==> config.mk <==
export PLATFORM = sky130hd
export DESIGN_NAME = line_cache
export DESIGN_NICKNAME = d
export VERILOG_FILES = /design/src/rtl/line_cache_pkg.sv /design/src/rtl/tag_store.sv /design/src/rtl/line_store.sv /design/src/rtl/cache_controller.sv /design/src/rtl/line_cache.sv
export SDC_FILE = /design/constraint.sdc
export NUM_CORES = 2
export LEC_CHECK = 0
export BUFFER_PORTS_ARGS = -buffer_cell sky130_fd_sc_hd__buf_2
export CORE_MARGIN = 3
export CORE_UTILIZATION = 35
export CTS_BUF_LIST = sky130_fd_sc_hd__clkbuf_4
export DETAILED_ROUTE_END_ITERATION = 16
export GPL_TIMING_DRIVEN = 0
export PLACE_DENSITY = 0.6
export SYNTH_ARGS = -nofsm -noshare
export SYNTH_HDL_FRONTEND = slang
export SYNTH_SLANG_ARGS = --single-unit
==> constraint.sdc <==
create_clock -name clock -period 10.9 [get_ports clock]
set_clock_uncertainty 0.05 [all_clocks]
set_input_delay 1.09 -clock clock [delete_from_list [all_inputs] [get_ports clock]]
set_output_delay 1.09 -clock clock [all_outputs]
set_load 0.1 [all_outputs]
==> src/rtl/line_cache_pkg.sv <==
package line_cache_pkg;

  // Default geometry, overridden from the top level if needed
  localparam int DEF_ADDR_WIDTH  = 32;
  localparam int DEF_DATA_WIDTH  = 32;
  localparam int DEF_CLINE_WIDTH = 128;

  // Small on purpose so index conflicts are easy to hit
  localparam int DEF_NLINES      = 16;

  // Controller states
  typedef enum logic [1:0] {
    // Serving hits
    ST_IDLE,
    // Dirty victim offered to memory
    ST_WRITEBACK,
    // Burst read being requested
    ST_REFILL_REQ,
    // Refill words being collected
    ST_REFILL_DATA
  } cache_state_t;

endpackage

==> src/rtl/tag_store.sv <==
`timescale 1ns/1ps

module tag_store
  import line_cache_pkg::*;
#(
  parameter int ADDR_WIDTH  = DEF_ADDR_WIDTH,
  parameter int CLINE_WIDTH = DEF_CLINE_WIDTH,
  parameter int NLINES      = DEF_NLINES,
  localparam int OFFSET_BITS = $clog2(CLINE_WIDTH / 8),
  localparam int INDEX_BITS  = $clog2(NLINES),
  localparam int TAG_BITS    = ADDR_WIDTH - INDEX_BITS - OFFSET_BITS
)(
  input  logic                  clock,
  input  logic                  reset_n,

  input  logic [INDEX_BITS-1:0] index,
  input  logic [TAG_BITS-1:0]   tag,
  input  logic                  tag_we,
  input  logic                  new_dirty,

  output logic                  hit,
  output logic                  victim_valid,
  output logic                  victim_dirty,
  output logic [TAG_BITS-1:0]   victim_tag
);

  // Per-line state bits
  logic [NLINES-1:0] valid_q;
  logic [NLINES-1:0] dirty_q;

  logic [TAG_BITS-1:0] tag_q [NLINES];

  always_ff @(posedge clock, negedge reset_n) begin
    if (!reset_n) begin
      valid_q <= '0;
      dirty_q <= '0;
    end else if (tag_we) begin
      valid_q[index] <= 1'b1;
      dirty_q[index] <= new_dirty;
    end
  end

  // Tags are meaningless until the valid bit is set
  always_ff @(posedge clock) begin
    if (tag_we) begin
      tag_q[index] <= tag;
    end
  end

  // Lookup of the entry at the current index
  assign victim_valid = valid_q[index];
  assign victim_dirty = dirty_q[index];
  assign victim_tag   = tag_q[index];

  assign hit = victim_valid && (victim_tag == tag);

endmodule

==> src/rtl/line_store.sv <==
`timescale 1ns/1ps

module line_store
  import line_cache_pkg::*;
#(
  parameter int CLINE_WIDTH = DEF_CLINE_WIDTH,
  parameter int NLINES      = DEF_NLINES,
  localparam int INDEX_BITS = $clog2(NLINES)
)(
  input  logic                   clock,

  input  logic [INDEX_BITS-1:0]  index,
  input  logic                   line_we,
  input  logic [CLINE_WIDTH-1:0] new_line,

  output logic [CLINE_WIDTH-1:0] stored_line
);

  // One full line per index
  logic [CLINE_WIDTH-1:0] lines_q [NLINES];

  // Whole-line write, either from the CPU or from a finished refill
  always_ff @(posedge clock) begin
    if (line_we) begin
      lines_q[index] <= new_line;
    end
  end

  // Read side feeds both the CPU response and the writeback data
  assign stored_line = lines_q[index];

endmodule

==> src/rtl/cache_controller.sv <==
`timescale 1ns/1ps

module cache_controller
  import line_cache_pkg::*;
#(
  parameter int ADDR_WIDTH  = DEF_ADDR_WIDTH,
  parameter int DATA_WIDTH  = DEF_DATA_WIDTH,
  parameter int CLINE_WIDTH = DEF_CLINE_WIDTH,
  parameter int NLINES      = DEF_NLINES,
  localparam int NWORDS      = CLINE_WIDTH / DATA_WIDTH,
  localparam int OFFSET_BITS = $clog2(CLINE_WIDTH / 8),
  localparam int INDEX_BITS  = $clog2(NLINES),
  localparam int TAG_BITS    = ADDR_WIDTH - INDEX_BITS - OFFSET_BITS,
  localparam int CNT_WIDTH   = (NWORDS > 1) ? $clog2(NWORDS) : 1
)(
  input  logic                   clock,
  input  logic                   reset_n,

  // CPU request, address already split by the top level
  input  logic                   cpu_rd,
  input  logic                   cpu_wr,
  input  logic [CLINE_WIDTH-1:0] cpu_wr_line,
  input  logic [INDEX_BITS-1:0]  index,
  input  logic [TAG_BITS-1:0]    tag,

  // Lookup results
  input  logic                   hit,
  input  logic                   victim_valid,
  input  logic                   victim_dirty,
  input  logic [TAG_BITS-1:0]    victim_tag,
  input  logic [CLINE_WIDTH-1:0] stored_line,

  // Store updates
  output logic                   tag_we,
  output logic                   new_dirty,
  output logic                   line_we,
  output logic [CLINE_WIDTH-1:0] new_line,

  // CPU response
  output logic                   cpu_waitrequest,
  output logic                   cpu_rd_valid,
  output logic [CLINE_WIDTH-1:0] cpu_rd_line,

  // Memory side
  output logic [ADDR_WIDTH-1:0]  mem_addr,
  output logic                   mem_wr,
  output logic [CLINE_WIDTH-1:0] mem_wr_data,
  output logic                   mem_rd,
  input  logic                   mem_waitrequest,
  input  logic [DATA_WIDTH-1:0]  mem_rd_data,
  input  logic                   mem_rd_valid
);

  cache_state_t state_q;
  cache_state_t state_d;

  logic                   req;
  logic                   dirty_victim;
  logic                   need_mem;
  logic                   accept_rd;
  logic                   accept_wr;
  logic                   wb_done;
  logic                   fill_last;
  logic [CNT_WIDTH-1:0]   word_cnt_q;
  logic [CLINE_WIDTH-1:0] fill_q;
  logic [CLINE_WIDTH-1:0] fill_line;
  logic                   rd_valid_q;
  logic [CLINE_WIDTH-1:0] rd_line_q;

  assign req          = cpu_rd | cpu_wr;
  // Valid line of another tag that memory has not seen yet
  assign dirty_victim = victim_valid & victim_dirty & ~hit;

  // Writes to clean or invalid lines allocate without memory
  assign need_mem = (cpu_rd & ~hit) | (cpu_wr & dirty_victim);

  assign cpu_waitrequest = req & ((state_q != ST_IDLE) | need_mem);
  assign accept_rd       = cpu_rd & ~cpu_waitrequest;
  assign accept_wr       = cpu_wr & ~cpu_waitrequest;

  assign wb_done   = (state_q == ST_WRITEBACK) & ~mem_waitrequest;
  assign fill_last = (state_q == ST_REFILL_DATA) & mem_rd_valid &
                     (word_cnt_q == CNT_WIDTH'(NWORDS - 1));

  // Words enter at the top, so the first one ends up least significant
  assign fill_line = {mem_rd_data, fill_q[CLINE_WIDTH-1:DATA_WIDTH]};

  always_comb begin
    state_d = state_q;
    case (state_q)
      ST_IDLE: begin
        if (req && need_mem) begin
          if (dirty_victim) begin
            state_d = ST_WRITEBACK;
          end else begin
            state_d = ST_REFILL_REQ;
          end
        end
      end
      ST_WRITEBACK: begin
        // A held write goes back to idle and then hits
        if (!mem_waitrequest) begin
          state_d = cpu_rd ? ST_REFILL_REQ : ST_IDLE;
        end
      end
      ST_REFILL_REQ: begin
        if (!mem_waitrequest) begin
          state_d = ST_REFILL_DATA;
        end
      end
      ST_REFILL_DATA: begin
        if (fill_last) begin
          state_d = ST_IDLE;
        end
      end
      default: begin
        state_d = ST_IDLE;
      end
    endcase
  end

  always_ff @(posedge clock, negedge reset_n) begin
    if (!reset_n) begin
      state_q <= ST_IDLE;
    end else begin
      state_q <= state_d;
    end
  end

  // Store update selection
  always_comb begin
    tag_we    = 1'b0;
    new_dirty = 1'b0;
    line_we   = 1'b0;
    new_line  = cpu_wr_line;
    if (accept_wr) begin
      tag_we    = 1'b1;
      new_dirty = 1'b1;
      line_we   = 1'b1;
    end else if (wb_done) begin
      // Entry now clean under the requested tag, the data is replaced next
      tag_we = 1'b1;
    end else if (fill_last) begin
      tag_we   = 1'b1;
      line_we  = 1'b1;
      new_line = fill_line;
    end
  end

  // Refill word count
  always_ff @(posedge clock, negedge reset_n) begin
    if (!reset_n) begin
      word_cnt_q <= '0;
    end else if (state_q != ST_REFILL_DATA) begin
      word_cnt_q <= '0;
    end else if (mem_rd_valid) begin
      word_cnt_q <= word_cnt_q + 1'b1;
    end
  end

  always_ff @(posedge clock) begin
    if (state_q == ST_REFILL_DATA && mem_rd_valid) begin
      fill_q <= fill_line;
    end
  end

  // One-cycle read response
  always_ff @(posedge clock, negedge reset_n) begin
    if (!reset_n) begin
      rd_valid_q <= 1'b0;
    end else begin
      rd_valid_q <= accept_rd;
    end
  end

  always_ff @(posedge clock) begin
    if (accept_rd) begin
      rd_line_q <= stored_line;
    end
  end

  assign cpu_rd_valid = rd_valid_q;
  assign cpu_rd_line  = rd_line_q;

  // Victim address while writing back, requested address otherwise
  assign mem_addr = (state_q == ST_WRITEBACK) ?
                    {victim_tag, index, {OFFSET_BITS{1'b0}}} :
                    {tag, index, {OFFSET_BITS{1'b0}}};

  assign mem_wr_data = stored_line;
  assign mem_wr      = (state_q == ST_WRITEBACK);
  assign mem_rd      = (state_q == ST_REFILL_REQ);

endmodule

==> src/rtl/line_cache.sv <==
`timescale 1ns/1ps

module line_cache
  import line_cache_pkg::*;
#(
  parameter int ADDR_WIDTH  = DEF_ADDR_WIDTH,
  parameter int DATA_WIDTH  = DEF_DATA_WIDTH,
  parameter int CLINE_WIDTH = DEF_CLINE_WIDTH,
  parameter int NLINES      = DEF_NLINES
)(
  input  logic                   clock,
  input  logic                   reset_n,

  input  logic [ADDR_WIDTH-1:0]  cpu_addr,
  input  logic                   cpu_rd,
  input  logic                   cpu_wr,
  input  logic [CLINE_WIDTH-1:0] cpu_wr_line,
  output logic                   cpu_waitrequest,
  output logic                   cpu_rd_valid,
  output logic [CLINE_WIDTH-1:0] cpu_rd_line,

  output logic [ADDR_WIDTH-1:0]  mem_addr,
  output logic                   mem_wr,
  output logic [CLINE_WIDTH-1:0] mem_wr_data,
  output logic                   mem_rd,
  input  logic                   mem_waitrequest,
  input  logic [DATA_WIDTH-1:0]  mem_rd_data,
  input  logic                   mem_rd_valid
);

  localparam int OFFSET_BITS = $clog2(CLINE_WIDTH / 8);
  localparam int INDEX_BITS  = $clog2(NLINES);
  localparam int TAG_BITS    = ADDR_WIDTH - INDEX_BITS - OFFSET_BITS;

  // Address split, offset bits select nothing since whole lines move
  logic [INDEX_BITS-1:0]  index;
  logic [TAG_BITS-1:0]    tag;

  logic                   hit;
  logic                   victim_valid;
  logic                   victim_dirty;
  logic [TAG_BITS-1:0]    victim_tag;
  logic [CLINE_WIDTH-1:0] stored_line;
  logic                   tag_we;
  logic                   new_dirty;
  logic                   line_we;
  logic [CLINE_WIDTH-1:0] new_line;

  assign index = cpu_addr[OFFSET_BITS +: INDEX_BITS];
  assign tag   = cpu_addr[ADDR_WIDTH-1 -: TAG_BITS];

  tag_store #(
    .ADDR_WIDTH  (ADDR_WIDTH),
    .CLINE_WIDTH (CLINE_WIDTH),
    .NLINES      (NLINES)
  ) u_tag_store (
    .clock        (clock),
    .reset_n      (reset_n),
    .index        (index),
    .tag          (tag),
    .tag_we       (tag_we),
    .new_dirty    (new_dirty),
    .hit          (hit),
    .victim_valid (victim_valid),
    .victim_dirty (victim_dirty),
    .victim_tag   (victim_tag)
  );

  line_store #(
    .CLINE_WIDTH (CLINE_WIDTH),
    .NLINES      (NLINES)
  ) u_line_store (
    .clock       (clock),
    .index       (index),
    .line_we     (line_we),
    .new_line    (new_line),
    .stored_line (stored_line)
  );

  cache_controller #(
    .ADDR_WIDTH  (ADDR_WIDTH),
    .DATA_WIDTH  (DATA_WIDTH),
    .CLINE_WIDTH (CLINE_WIDTH),
    .NLINES      (NLINES)
  ) u_cache_controller (
    .clock           (clock),
    .reset_n         (reset_n),
    .cpu_rd          (cpu_rd),
    .cpu_wr          (cpu_wr),
    .cpu_wr_line     (cpu_wr_line),
    .index           (index),
    .tag             (tag),
    .hit             (hit),
    .victim_valid    (victim_valid),
    .victim_dirty    (victim_dirty),
    .victim_tag      (victim_tag),
    .stored_line     (stored_line),
    .tag_we          (tag_we),
    .new_dirty       (new_dirty),
    .line_we         (line_we),
    .new_line        (new_line),
    .cpu_waitrequest (cpu_waitrequest),
    .cpu_rd_valid    (cpu_rd_valid),
    .cpu_rd_line     (cpu_rd_line),
    .mem_addr        (mem_addr),
    .mem_wr          (mem_wr),
    .mem_wr_data     (mem_wr_data),
    .mem_rd          (mem_rd),
    .mem_waitrequest (mem_waitrequest),
    .mem_rd_data     (mem_rd_data),
    .mem_rd_valid    (mem_rd_valid)
  );

endmodule

==> out/summary.md <==
The flow ran to the end, but the final reports show violations. The final reports fail on max-capacitance violations, max-slew violations. The most common cell type on the critical path was sky130_fd_sc_hd__clkbuf_1. The clock-pin slew reported for the worst setup and hold paths after clock tree synthesis works out to 70 ps.

The worst setup path is launched from a primary input. The critical path contains buffers and inverters numbering 7 combined. The post-cts gate resize count is 0. The post-layout net count is 6,049, and the proportion of netlist area held by the largest area contributor is 77.2%.

The H-tree generated during clock tree synthesis spans 6 levels. The slowest stage of the critical path is the sky130_fd_sc_hd__clkbuf_1 cell. The total die area is 0.302 mm^2. The synthesized netlist occupies a cell area of 0.103 mm^2. Summed over all failing endpoints, the final setup total negative slack is 0 ps. The final number of max-transition violations was 11; the count of mapped cells out of synthesis was 4,347. After floorplanning, the core was divided into 198 placement rows. The routed length per instance was 30.1 um; the final setup violation count was 0. For the pin with the worst max-slew slack, the measured transition is 1510 ps. Dividing the detail-routed via count by the number of cells gives 5.39. The core region is 0.292 mm^2. The type of the worst min-delay path was in -> reg.

Critical path capture point type: an output pin. Walking the worst path, the cells encountered are buf_2 -> clkbuf_1 -> buf_1 -> clkbuf_1 -> buf_1 -> clkbuf_1 -> o21ai_0 -> o21ai_0 -> buf_2. Fraction of registers with async set/reset: 1.37%. Summing all non-filler instances in the final layout gives an area of 0.125 mm^2.

The synthesized design contains 2,693 register bits. The family with the most delay on the worst path is buffers and inverters. Sorting the synthesized cells by area gives the leading types as sky130_fd_sc_hd__edfxtp_1 77%, sky130_fd_sc_hd__mux4_2 16%, sky130_fd_sc_hd__mux2_2 1.5%.

Library cell used as clock root buffer: sky130_fd_sc_hd__clkbuf_4. Summed over all layers, the routed wires come to 309,000 um. The synthesized area per cell is 23.8 um^2.

The detailed router finished its first iteration with 7,089 violations. The power per standard cell area is 179 mW/mm^2. The proportion of layout cells with a drive suffix above 1 is 42.4%, and the sequential share of the synthesized area is 78.1%.

The number of antenna violations at the first check in global routing came out at 39. Number of I/O pins: 490. The minimum hold slack was 228 ps; the number of maximum-capacitance violations was 1. Of all cell types, the one taking the most synthesized area is sky130_fd_sc_hd__edfxtp_1. The layout-stage area growth over the synthesis result is 20.6%. TritonCTS built the clock tree. For this run, the slowest stage of the critical path takes 940 ps. Detailed placement ended at an HPWL of 202,000 um.

Buffers added to address setup during post-CTS repair amount to 0. The commonest cells after synthesis are 2,656 x sky130_fd_sc_hd__edfxtp_1, 724 x sky130_fd_sc_hd__mux4_2, 142 x sky130_fd_sc_hd__mux2_2, 120 x sky130_fd_sc_hd__clkbuf_1, 79 x sky130_fd_sc_hd__nand2_1. The via count of the first global-routing pass is 56.2k, and the die width is 549 um. Static timing analysis puts the maximum clock frequency at 134 MHz. Along the worst path, the maximum fanout reaches 10.

Most used standard cell by instance count after synthesis: sky130_fd_sc_hd__edfxtp_1. The largest net degree at the start of global routing came out at 55. The maximum buffer depth of the clock tree came out at 4. Before antenna repair, the detailed router went through 6 iterations. Setup repair after global routing left no endpoint under its margin. The synthesized netlist contains 70 unique library cells. The chip height is 549 um, and the final count of hold timing violations is 0. STA puts the critical path data arrival time at 6310 ps. Routability-driven placement finished with a final weighted congestion of 0.842. The worst-case IR drop observed on VDD is 0.111 mV.

The prevailing post-synth register cell is sky130_fd_sc_hd__edfxtp_1. Summing all placed instances gives a cell area of 0.114 mm^2. For the worst setup path, the data required time is 9760 ps. The logs give 1570 ps for the clock insertion delay at the later pin of the skew report and 0 for the remaining global-route overflow.

The count of flip-flops with a built-in enable after synthesis works out to 2,656. The worst setup path category was in -> out. Clock tree synthesis inserted a total of 690 buffers. For the clock sink count, the log shows 2,693. The first global-routing pass estimated 427,000 um of wire.

The logs give 55.2k for the via count and 20.1% for the global router's overall resource usage. For the warning count from the yosys run, the log shows 0. The final core utilization is 42.6%, and the static leakage is 0.0407 uW.

The starting utilization of the core area was 35.3%; the number of buffers added on ports was 479. After detailed routing, the number of remaining DRC violations is 0. The tools report the remaining antenna violation count after routing as 0. The worst path in the final design needs a cycle of 7450 ps, including I/O delays and setup. The final clock period utilization by the worst path is 68.4%, and the normalized max-slew margin is -0.567%.
==> final cells by class <==
cell class,instances,area [um^2]
clock buffer,989,7420
inverter,19,71.3
clock inverter,180,1120
timing repair buffer,808,7610
antenna,20,50.0
tap,3900,4880
buffer,234,1140
sequential,2693,80700
multi-input combinational,1404,21600
fill,25488,168000
==> metrics by stage <==
stage               total power [uW]  cells  setup WS [ps]
floorplan                      13200   4350           -356
global placement               13900   8729         -14100
detailed placement             13900   8885           3390
CTS                            22500  10227           3380
global route                   23100  10233           3270
finish                         22300  10247           3450
==> registers in the layout, summed over array words and instances (netlist names) <==
name	cells
u_line_store.lines_q	2048
u_tag_store.tag_q	384
u_cache_controller.cpu_rd_line	128
u_cache_controller.fill_q	96
u_tag_store.dirty_q	16
u_tag_store.valid_q	16
u_cache_controller.state_q	2
u_cache_controller.word_cnt_q	2
u_cache_controller.cpu_rd_valid	1
==> kinds of logic (layout without fill, tap and decap cells) <==
| group | after synthesis | after routing | share of synthesized area (%) |
|---|---|---|---|
| AOI/OAI and AO/OA | 219 | 219 | 1.46 |
| xor gates and xnor gates | 27 | 27 | 0.229 |
| adders and majority gates | 2 | 2 | 0.0218 |
| buffers and inverters | 253 | 2230 | 1.16 |
| DFF | 2693 | 2693 | 78.1 |
| muxes | 932 | 932 | 18.0 |
| other | 1 | 24 | 0.00363 |
| and+or+nand+nor | 220 | 220 | 1.05 |
==> final timing paths <==
path | endpoint | from | slack, ps | cells after the start
min in group asynchronous | u_cache_controller.cpu_rd_valid | reset_n | 290 | 2
worst max register to register | u_line_store.lines_q[15][69] | u_tag_store.tag_q[3][11] | 5290 | 13
max in group asynchronous | u_tag_store.valid_q[7] | reset_n | 9850 | 2
worst min-delay path | u_line_store.lines_q[15][0] | cpu_wr_line[0] | 230 | 2
worst min register to register | u_cache_controller.fill_q[88] | u_cache_controller.fill_q[120] | 420 | 0
worst max-delay path | mem_addr[23] | cpu_addr[6] | 3450 | 9
==> timing repair <==
item / in CTS / in global routing
hold buffers: 173 / 0
hold endpoints to repair: 2076 / 0
setup endpoints to repair: 0 / 0
==> report_power, final <==
| part | switching [uW] | internal [uW] |
|---|---|---|
| Sequential | 146 | 11600 |
| Combinational | 1460 | 572 |
| Clock | 4170 | 4330 |
==> per-layer routing <==
metal	share of wire, %	routed length, um	vias to the layer above	GRT usage, %
met5	0.041	126	-	0
met3	10	31800	499	5.40
met4	3.0	9210	18	6.73
li1	-	-	22187	-
met1	39	121000	29221	27.3
met2	48	147000	3311	31.5
==> layout by cell type, fill, tap and decap left out, types with 48 or more instances in the layout <==
cell / count
sky130_fd_sc_hd__clkbuf_4: 989
sky130_fd_sc_hd__nor2_1: 51
sky130_fd_sc_hd__mux2_2: 142
sky130_fd_sc_hd__buf_12: 108
sky130_fd_sc_hd__clkbuf_1: 110
sky130_fd_sc_hd__o21ai_0: 59
sky130_fd_sc_hd__edfxtp_1: 2656
sky130_fd_sc_hd__buf_16: 48
sky130_fd_sc_hd__buf_1: 57
sky130_fd_sc_hd__nand2_1: 79
sky130_fd_sc_hd__buf_2: 498
sky130_fd_sc_hd__mux2i_1: 66
sky130_fd_sc_hd__dlygate4sd3_1: 173
sky130_fd_sc_hd__mux4_2: 724
sky130_fd_sc_hd__clkinv_1: 107
Power figures use the tool's default switching activity.
